===== src/design/main_pkg.sv =====
`default_nettype none

package main_pkg;

    // any opcode not named here is a no-op
    typedef logic [5:0] op_t;

    localparam op_t OP_FORK = 6'h38;
    localparam op_t OP_JOIN = 6'h39;
    localparam op_t OP_IN   = 6'h3a;
    localparam op_t OP_OUT  = 6'h3b;

    typedef logic [31:0] word_t;
    typedef logic [7:0]  byte_t;
    typedef logic [3:0]  count_t;

    typedef enum logic [2:0] {
        RUN_ST,
        JOINING_ST,
        PRE_READ_ST,
        READ_ST,
        PRE_WRITE_ST,
        WRITE_ST
    } ctrl_state_t;

    localparam int DEF_SUBCORE_NUM  = 8;
    localparam int DEF_CLKS_PER_BIT = 434;

    // index or counter width of at least one bit
    function automatic int bits_for(input int n);
        return (n > 1) ? $clog2(n) : 1;
    endfunction

endpackage

`default_nettype wire


===== src/design/uart_rx.sv =====
`timescale 1ns/100ps
`default_nettype none

module uart_rx import main_pkg::*; #(
    parameter int CLKS_PER_BIT = DEF_CLKS_PER_BIT
) (
    input  logic  clk,
    input  logic  rstn,
    input  logic  rx,
    input  logic  arm,
    output byte_t data,
    output logic  done
);

    localparam int CNT_W = bits_for(CLKS_PER_BIT);
    localparam logic [CNT_W-1:0] HALF     = CNT_W'(CLKS_PER_BIT / 2);
    localparam logic [CNT_W-1:0] BIT_LAST = CNT_W'(CLKS_PER_BIT - 1);

    logic             rx_meta;
    logic             rx_sync;
    logic             rx_prev;
    logic             armed;
    logic             active;
    logic [CNT_W-1:0] clk_cnt;
    logic [3:0]       bit_cnt;
    byte_t            shreg;
    logic             sample;

    // start bit checked at its middle and later bits one period apart
    assign sample = active && ((bit_cnt == 4'd0) ? (clk_cnt == HALF) : (clk_cnt == BIT_LAST));

    always_ff @(posedge clk) begin
        if (!rstn) begin
            rx_meta <= 1'b1;
            rx_sync <= 1'b1;
            rx_prev <= 1'b1;
        end else begin
            rx_meta <= rx;
            rx_sync <= rx_meta;
            rx_prev <= rx_sync;
        end
    end

    always_ff @(posedge clk) begin
        if (!rstn) begin
            armed   <= 1'b0;
            active  <= 1'b0;
            done    <= 1'b0;
            clk_cnt <= '0;
            bit_cnt <= 4'd0;
        end else begin
            done <= 1'b0;
            if (!armed) begin
                armed <= arm;
            end else if (!active) begin
                // wait for a falling edge
                if (rx_prev && !rx_sync) begin
                    active  <= 1'b1;
                    clk_cnt <= '0;
                    bit_cnt <= 4'd0;
                end
            end else if (sample) begin
                clk_cnt <= '0;
                if (bit_cnt == 4'd0 && rx_sync) begin
                    // glitch rather than a start bit
                    active <= 1'b0;
                end else if (bit_cnt == 4'd9) begin
                    active <= 1'b0;
                    armed  <= 1'b0;
                    done   <= 1'b1;
                end else begin
                    bit_cnt <= bit_cnt + 4'd1;
                end
            end else begin
                clk_cnt <= clk_cnt + CNT_W'(1);
            end
        end
    end

    always_ff @(posedge clk) begin
        if (sample && bit_cnt >= 4'd1 && bit_cnt <= 4'd8) begin
            shreg <= {rx_sync, shreg[7:1]};
        end
        if (sample && bit_cnt == 4'd9) begin
            data <= shreg;
        end
    end

endmodule

`default_nettype wire


===== src/design/uart_tx.sv =====
`timescale 1ns/100ps
`default_nettype none

module uart_tx import main_pkg::*; #(
    parameter int CLKS_PER_BIT = DEF_CLKS_PER_BIT
) (
    input  logic  clk,
    input  logic  rstn,
    input  logic  start,
    input  byte_t data,
    output logic  busy,
    output logic  done,
    output logic  tx
);

    localparam int CNT_W = bits_for(CLKS_PER_BIT);
    localparam logic [CNT_W-1:0] BIT_LAST = CNT_W'(CLKS_PER_BIT - 1);

    logic [CNT_W-1:0] clk_cnt;
    logic [3:0]       bit_cnt;
    logic [8:0]       shreg;
    logic             bit_end;

    assign bit_end = busy && (clk_cnt == BIT_LAST);

    // bit_cnt 0 is the start bit and 9 the stop bit
    always_ff @(posedge clk) begin
        if (!rstn) begin
            busy    <= 1'b0;
            done    <= 1'b0;
            tx      <= 1'b1;
            clk_cnt <= '0;
            bit_cnt <= 4'd0;
        end else begin
            done <= 1'b0;
            if (!busy) begin
                if (start) begin
                    busy    <= 1'b1;
                    tx      <= 1'b0;
                    clk_cnt <= '0;
                    bit_cnt <= 4'd0;
                end
            end else if (bit_end) begin
                clk_cnt <= '0;
                if (bit_cnt == 4'd9) begin
                    busy <= 1'b0;
                    done <= 1'b1;
                end else begin
                    tx      <= shreg[0];
                    bit_cnt <= bit_cnt + 4'd1;
                end
            end else begin
                clk_cnt <= clk_cnt + CNT_W'(1);
            end
        end
    end

    // data lsb first with the stop bit behind it
    always_ff @(posedge clk) begin
        if (start && !busy) begin
            shreg <= {1'b1, data};
        end else if (bit_end) begin
            shreg <= {1'b1, shreg[8:1]};
        end
    end

endmodule

`default_nettype wire


===== src/design/subcore_tracker.sv =====
`timescale 1ns/100ps
`default_nettype none

module subcore_tracker import main_pkg::*; #(
    parameter int SUBCORE_NUM = DEF_SUBCORE_NUM,
    localparam int IDX_W = bits_for(SUBCORE_NUM)
) (
    input  logic                   clk,
    input  logic                   rstn,
    input  logic                   fork_fire,
    input  logic [IDX_W-1:0]       fork_target,
    input  word_t                  fork_pc,
    input  logic                   join_done,
    output logic [SUBCORE_NUM-1:0] exec_requested,
    output word_t                  requested_pc,
    output count_t                 living_sub_count
);

    always_ff @(posedge clk) begin
        if (!rstn) begin
            exec_requested   <= '0;
            living_sub_count <= '0;
        end else begin
            // one-cycle start request
            for (int i = 0; i < SUBCORE_NUM; i++) begin
                exec_requested[i] <= fork_fire && (fork_target == IDX_W'(i));
            end
            if (fork_fire && !join_done) begin
                living_sub_count <= living_sub_count + count_t'(1);
            end else if (join_done && !fork_fire) begin
                living_sub_count <= living_sub_count - count_t'(1);
            end
        end
    end

    // start address shared by all subcores
    always_ff @(posedge clk) begin
        if (fork_fire) begin
            requested_pc <= fork_pc;
        end
    end

endmodule

`default_nettype wire


===== src/design/issue_ctrl.sv =====
`timescale 1ns/100ps
`default_nettype none

module issue_ctrl import main_pkg::*; #(
    parameter int SUBCORE_NUM = DEF_SUBCORE_NUM,
    localparam int IDX_W = bits_for(SUBCORE_NUM)
) (
    input  logic                   clk,
    input  logic                   rstn,
    input  logic                   inst_valid,
    input  op_t                    inst_op,
    input  word_t                  inst_srca,
    input  word_t                  inst_srcb,
    input  byte_t                  inst_wdata,
    input  logic [SUBCORE_NUM-1:0] subcore_ended,
    output logic                   interlock,
    output byte_t                  in_data,
    output logic                   fork_fire,
    output logic                   join_done,
    output logic [IDX_W-1:0]       fork_target,
    output word_t                  fork_pc,
    output logic                   rx_arm,
    input  byte_t                  rx_data,
    input  logic                   rx_done,
    output logic                   tx_start,
    output byte_t                  tx_data,
    input  logic                   tx_busy,
    input  logic                   tx_done
);

    ctrl_state_t      state;
    logic [IDX_W-1:0] join_target;
    logic             accept;

    assign accept      = inst_valid && !interlock;
    assign fork_fire   = accept && (inst_op == OP_FORK);
    assign fork_target = inst_srca[IDX_W-1:0];
    assign fork_pc     = inst_srcb;
    assign join_done   = (state == JOINING_ST) && subcore_ended[join_target];

    // ==================
    // state machine
    // ==================
    always_ff @(posedge clk) begin
        if (!rstn) begin
            state     <= RUN_ST;
            interlock <= 1'b0;
            rx_arm    <= 1'b0;
            tx_start  <= 1'b0;
        end else begin
            rx_arm   <= 1'b0;
            tx_start <= 1'b0;
            case (state)
                RUN_ST: begin
                    if (accept) begin
                        case (inst_op)
                            OP_JOIN: begin
                                interlock <= 1'b1;
                                state     <= JOINING_ST;
                            end
                            OP_IN: begin
                                interlock <= 1'b1;
                                state     <= PRE_READ_ST;
                            end
                            OP_OUT: begin
                                interlock <= 1'b1;
                                state     <= PRE_WRITE_ST;
                            end
                            // fork and no-ops pass straight through
                            default: ;
                        endcase
                    end
                end
                JOINING_ST: begin
                    if (join_done) begin
                        interlock <= 1'b0;
                        state     <= RUN_ST;
                    end
                end
                PRE_READ_ST: begin
                    rx_arm <= 1'b1;
                    state  <= READ_ST;
                end
                READ_ST: begin
                    if (rx_done) begin
                        interlock <= 1'b0;
                        state     <= RUN_ST;
                    end
                end
                PRE_WRITE_ST: begin
                    // previous frame may still be on the line
                    if (!tx_busy) begin
                        tx_start <= 1'b1;
                        state    <= WRITE_ST;
                    end
                end
                WRITE_ST: begin
                    if (tx_done) begin
                        interlock <= 1'b0;
                        state     <= RUN_ST;
                    end
                end
                default: state <= RUN_ST;
            endcase
        end
    end

    // ==================
    // operand latches
    // ==================
    always_ff @(posedge clk) begin
        if (accept && inst_op == OP_JOIN) begin
            join_target <= inst_srca[IDX_W-1:0];
        end
        if (accept && inst_op == OP_OUT) begin
            tx_data <= inst_wdata;
        end
        if (state == READ_ST && rx_done) begin
            in_data <= rx_data;
        end
    end

endmodule

`default_nettype wire


===== src/design/main_ctrl.sv =====
`timescale 1ns/100ps
`default_nettype none

module main_ctrl import main_pkg::*; #(
    parameter int SUBCORE_NUM  = DEF_SUBCORE_NUM,
    parameter int CLKS_PER_BIT = DEF_CLKS_PER_BIT,
    localparam int IDX_W = bits_for(SUBCORE_NUM)
) (
    input  logic                   clk,
    input  logic                   rstn,
    input  logic                   inst_valid,
    input  op_t                    inst_op,
    input  word_t                  inst_srca,
    input  word_t                  inst_srcb,
    input  byte_t                  inst_wdata,
    output logic                   interlock,
    output byte_t                  in_data,
    input  logic [SUBCORE_NUM-1:0] subcore_ended,
    output logic [SUBCORE_NUM-1:0] exec_requested,
    output word_t                  requested_pc,
    output count_t                 living_sub_count,
    input  logic                   rx,
    output logic                   tx
);

    logic             fork_fire;
    logic [IDX_W-1:0] fork_target;
    word_t            fork_pc;
    logic             join_done;

    logic             rx_arm;
    byte_t            rx_data;
    logic             rx_done;

    logic             tx_start;
    byte_t            tx_data;
    logic             tx_busy;
    logic             tx_done;

    issue_ctrl #(
        .SUBCORE_NUM(SUBCORE_NUM)
    ) issue_ctrl_inst (
        .clk(clk),
        .rstn(rstn),
        .inst_valid(inst_valid),
        .inst_op(inst_op),
        .inst_srca(inst_srca),
        .inst_srcb(inst_srcb),
        .inst_wdata(inst_wdata),
        .subcore_ended(subcore_ended),
        .interlock(interlock),
        .in_data(in_data),
        .fork_fire(fork_fire),
        .join_done(join_done),
        .fork_target(fork_target),
        .fork_pc(fork_pc),
        .rx_arm(rx_arm),
        .rx_data(rx_data),
        .rx_done(rx_done),
        .tx_start(tx_start),
        .tx_data(tx_data),
        .tx_busy(tx_busy),
        .tx_done(tx_done)
    );

    subcore_tracker #(
        .SUBCORE_NUM(SUBCORE_NUM)
    ) subcore_tracker_inst (
        .clk(clk),
        .rstn(rstn),
        .fork_fire(fork_fire),
        .fork_target(fork_target),
        .fork_pc(fork_pc),
        .join_done(join_done),
        .exec_requested(exec_requested),
        .requested_pc(requested_pc),
        .living_sub_count(living_sub_count)
    );

    // ==================
    // uart
    // ==================
    uart_rx #(
        .CLKS_PER_BIT(CLKS_PER_BIT)
    ) uart_rx_inst (
        .clk(clk),
        .rstn(rstn),
        .rx(rx),
        .arm(rx_arm),
        .data(rx_data),
        .done(rx_done)
    );

    uart_tx #(
        .CLKS_PER_BIT(CLKS_PER_BIT)
    ) uart_tx_inst (
        .clk(clk),
        .rstn(rstn),
        .start(tx_start),
        .data(tx_data),
        .busy(tx_busy),
        .done(tx_done),
        .tx(tx)
    );

endmodule

`default_nettype wire


===== config.mk =====
export PLATFORM = sky130hd
export DESIGN_NAME = main_ctrl
export DESIGN_NICKNAME = d
export VERILOG_FILES = /design/src/design/main_pkg.sv /design/src/design/uart_rx.sv /design/src/design/uart_tx.sv /design/src/design/subcore_tracker.sv /design/src/design/issue_ctrl.sv /design/src/design/main_ctrl.sv
export SDC_FILE = /design/constraint.sdc
export NUM_CORES = 1
export LEC_CHECK = 0
export ABC_CLOCK_PERIOD_IN_PS = 6000
export BUFFER_PORTS_ARGS = -buffer_cell sky130_fd_sc_hd__buf_2
export CAP_MARGIN = 40
export CORE_MARGIN = 10
export CORE_UTILIZATION = 55
export CTS_CLUSTER_DIAMETER = 200
export DETAILED_ROUTE_END_ITERATION = 12
export GPL_TIMING_DRIVEN = 0
export PLACE_DENSITY = 0.81
export RECOVER_POWER = 50
export SLEW_MARGIN = 15
export SYNTH_ARGS = -nofsm -noshare
export SYNTH_HDL_FRONTEND = slang
export SYNTH_SLANG_ARGS = --single-unit

===== constraint.sdc =====
create_clock -name clk -period 6 [get_ports clk]
set_input_delay 1.2 -clock clk [delete_from_list [all_inputs] [get_ports clk]]
set_output_delay 1.2 -clock clk [all_outputs]
set_load 0.005 [all_outputs]

==> out/results.tsv <==
stage	metric	value	unit
yosys	post-synthesis average cell area	12.1	um2
yosys	Synth Area in Compound Gates	10.5	%
floorplanning	row cnt	35	
pwr	Net Sw Frac	22.1	%
sta	Final Hold Viols	0	
setup_path	crit path buf inv count	2	
routing	Via density	5.52	
setup_path	Setup Crit Path Kind	input pin to flop	
routing	vias post-DR	3751	
global_routing	vias in the first global route	3641	
sta	Setup Viol. Count Final	0	
setup_path	required time worst endpoint	6.43	ns
floorplanning	Die ar.	0.0136	mm2
routing	DR WL/cell	16.6	um
yosys	top-count cell post-synth	edfxtp_1	
clock_network	total CTS buffers	17	
floorplanning	count of boundary I/O pins	144	
pwr	combinational fraction of design power	3.7	%
global_routing	GRT Overall Usage	16.3	%
layout	Nets	660	
yosys	largest family of logic cells by synthesized area	simple AND/OR/NAND/NOR gates	
floorplanning	die width	117	um
clock_network	CTS tree	yes	
worst_hold_path	worst min path class	flop to flop	
sta	minimum clock period	3.71	ns
yosys	Gate Count Post-Synth	423	
setup_path	worst path cell trace	buf_2 -> nand4b_1 -> nor3_1 -> and2_2 -> ha_1 -> inv_1 -> ha_1 -> a21o_1 -> a21oi_1 -> xnor2_1 -> or3_1 -> a21oi_1	
sta	fmax	269	MHz
setup_path	CP Launch Type	input pin	
global_routing	GRT Residual Overflow	0	
routing	# DRC	0	
global_routing	first-pass GRT wire length	17600	um
clock_network	Clock Tree Root	clkbuf_8	
pwr	total power	1950	uW
place	routability congestion estimate	0.825	
yosys	EDFF count, synth	75	
pwr	Reg power frac	48.0	%
setup_path	Critical Path End Type	flop	
pwr	Max rail drop VDD	210	uV
clock_network	H-tree depth	4	
yosys	mux contribution to synthesized area	1.29	%
layout	P&R area growth vs syn	24.0	%
yosys	Synth top area share	44.0	%
yosys	simple-gate portion of the synthesized area	16.4	%
sta	period utilization	61.9	%
yosys	sequential area share after synthesis	64.7	%
clock_network	Skew-Pair Late Insertion Delay	0.50	ns
sta	relative slew slack	33.2	%
routing	number of routed nets with antenna violations	0	
yosys	Netlist cell types	64	
global_routing	pin count of the biggest net entering global routing	36	
clock_network	CTS Hold Bufs	0	
yosys	Synth area leaders	edfxtp_1, dfxtp_1, nand2_1	
place	IO buf count	113	
sta	fin worst setup slack	2.29	ns
routing	drt first-iter violations	199	
run_status	outcome	finished clean	
setup_path	worst-path fanout max	35	
place	Final HPWL DP	8090	um
routing	routed wire length	11300	um
yosys	Seq cells post-synth	128	
yosys	biggest area consumer among synthesized cells	edfxtp_1	
clock_network	clk slew on worst S/H paths	0.06	ns
yosys	Synth Cell Area	0.00512	mm2
yosys	synth cell count leaders	edfxtp_1, dfxtp_1, nand2_1	
setup_path	CP delay by family, top	simple AND/OR/NAND/NOR gates	
sta	RSZ-0062 raised after global routing	false	
sta	count of pins over their slew limit	0	
place	DP Worst Slack	1.85	ns
global_routing	initial antenna violation count	0	
yosys	syn_nets	527	
sta	Final Skew	0.00821	ns
yosys	adder-cell share of the synthesized area	3.57	%
yosys	xor/xnor share of the synthesized area	1.37	%
layout	n_diodes	0	
clock_network	CTS Buffer Depth	2	
floorplanning	DIE HEIGHT	117	um
layout	layout cells sized above 1	25.8	%
clock_network	postcts setup bufs	0	
pwr	pwr dens	307	mW/mm2
layout	# fillers	639	
yosys	primary flip-flop cell chosen by synthesis mapping	edfxtp_1	
sta	setup TNS	0	ns
pwr	clock network power share	48.3	%
pwr	P_int	1520	uW
setup_path	Max stage delay on crit path	0.73	ns
setup_path	Slowest cell on crit path	and2_2	
routing	drt first pass iters	4	
yosys	Synth Warn #	0	
job	max-cap violation count	0	
floorplanning	Starting Density	56.0	%
clock_network	TritonCTS Sinks	128	
floorplanning	Core Region	0.00915	mm2
pwr	Psw	430	uW
pwr	P_leak	0.00245	uW
setup_path	WP data arrival	4.15	ns
sta	worst slew pin tran	0.992	ns
yosys	ys async rst share	0	%
clock_network	CTS-repair resized insts	0	
-- routing by layer --
metal	vias up	track usage, %	wire (um)
li1	1842	-	-
met1	1795	18.8	4760
met2	112	28.4	5680
met3	2	5.50	788
met4	0	3.75	31
met5	-	0	0
-- worst paths after layout --
path | start | to | slack [ns] | depth (start not counted)
min | uart_rx_inst.rx_meta$_SDFF_PN1_ | uart_rx_inst.rx_sync$_SDFF_PN1_ | 0.41 | 1
max | inst_op[2] | subcore_tracker_inst.living_sub_count[3]$_SDFFE_PN0P_ | 2.29 | 12
min reg2reg | uart_rx_inst.rx_meta$_SDFF_PN1_ | uart_rx_inst.rx_sync$_SDFF_PN1_ | 0.41 | 1
max reg2reg | issue_ctrl_inst.interlock$_SDFFE_PN0P_ | subcore_tracker_inst.living_sub_count[3]$_SDFFE_PN0P_ | 2.90 | 10
-- power by group through the flow --
stage	clock (uW)	sequential (uW)	combinational, uW
floorplan	0	955	36.7
global placement	0	955	67.9
detailed placement	0	956	70.3
CTS	956	937	73.0
global route	998	938	80.3
finish	942	937	72.3
-- per-stage QoR --
step	hold WS, ns	utilization (%)	instances	cell area [um2]
final	0.406	69.4	680	6350
after floorplan	0.386	-	423	5120
after global placement	0.391	63.7	647	5830
after detailed placement	0.394	63.7	648	5830
after CTS	0.408	69.8	680	6390
after global routing	0.428	69.4	680	6350
-- registers in the layout, summed over array words and instances, names as in the netlist, 3 cells and up --
register / count
subcore_tracker_inst.requested_pc: 32
uart_rx_inst.clk_cnt: 9
uart_tx_inst.bit_cnt: 4
subcore_tracker_inst.exec_requested: 8
issue_ctrl_inst.join_target: 3
uart_tx_inst.clk_cnt: 9
issue_ctrl_inst.tx_data: 8
uart_tx_inst.shreg: 8
issue_ctrl_inst.in_data: 8
uart_rx_inst.data: 8
subcore_tracker_inst.living_sub_count: 4
uart_rx_inst.shreg: 8
uart_rx_inst.bit_cnt: 4
issue_ctrl_inst.state: 3
-- cell usage in the layout (no fill, tap or decap), types with 3 or more instances in the layout --
| master | count |
|---|---|
| o21ai_1 | 4 |
| ha_1 | 13 |
| buf_2 | 106 |
| a21oi_1 | 23 |
| clkbuf_1 | 21 |
| xnor2_1 | 3 |
| clkinv_4 | 4 |
| mux2i_1 | 4 |
| nor2_1 | 35 |
| a211oi_1 | 6 |
| and3_1 | 10 |
| inv_1 | 13 |
| xor2_1 | 5 |
| or2_0 | 3 |
| nand2_1 | 49 |
| a31oi_1 | 7 |
| o31a_1 | 3 |
| inv_6 | 3 |
| nand2b_1 | 10 |
| clkinvlp_4 | 3 |
| edfxtp_1 | 75 |
| clkbuf_16 | 16 |
| nand3b_1 | 4 |
| nor2b_1 | 4 |
| o21ai_0 | 12 |
| nor3_1 | 14 |
| dfxtp_1 | 53 |
| nand3_1 | 7 |
| nand4_1 | 3 |
-- cells by family (layout without fill, tap and decap cells) --
| group | count (synthesis) | in the layout |
|---|---|---|
| xor gates and xnor gates | 8 | 8 |
| buffers and inverters | 26 | 172 |
| muxes | 6 | 6 |
| AOI/OAI and AO/OA | 79 | 79 |
| and+or+nand+nor | 162 | 162 |
| adders and majority gates | 14 | 14 |
| DFF | 128 | 128 |
-- cell type report --
class	instances	area, um2	share of cell area [%]
Multi-Input combinational cell	269	1680	26.5
Clock buffer	18	418	6.58
Buffer	13	57.6	0.906
Timing Repair Buffer	114	559	8.81
Clock inverter	14	135	2.13
Sequential cell	128	3310	52.2
Inverter	13	48.8	0.768
Tap cell	111	139	2.19
No activity file was read; power rests on OpenSTA's default activity.
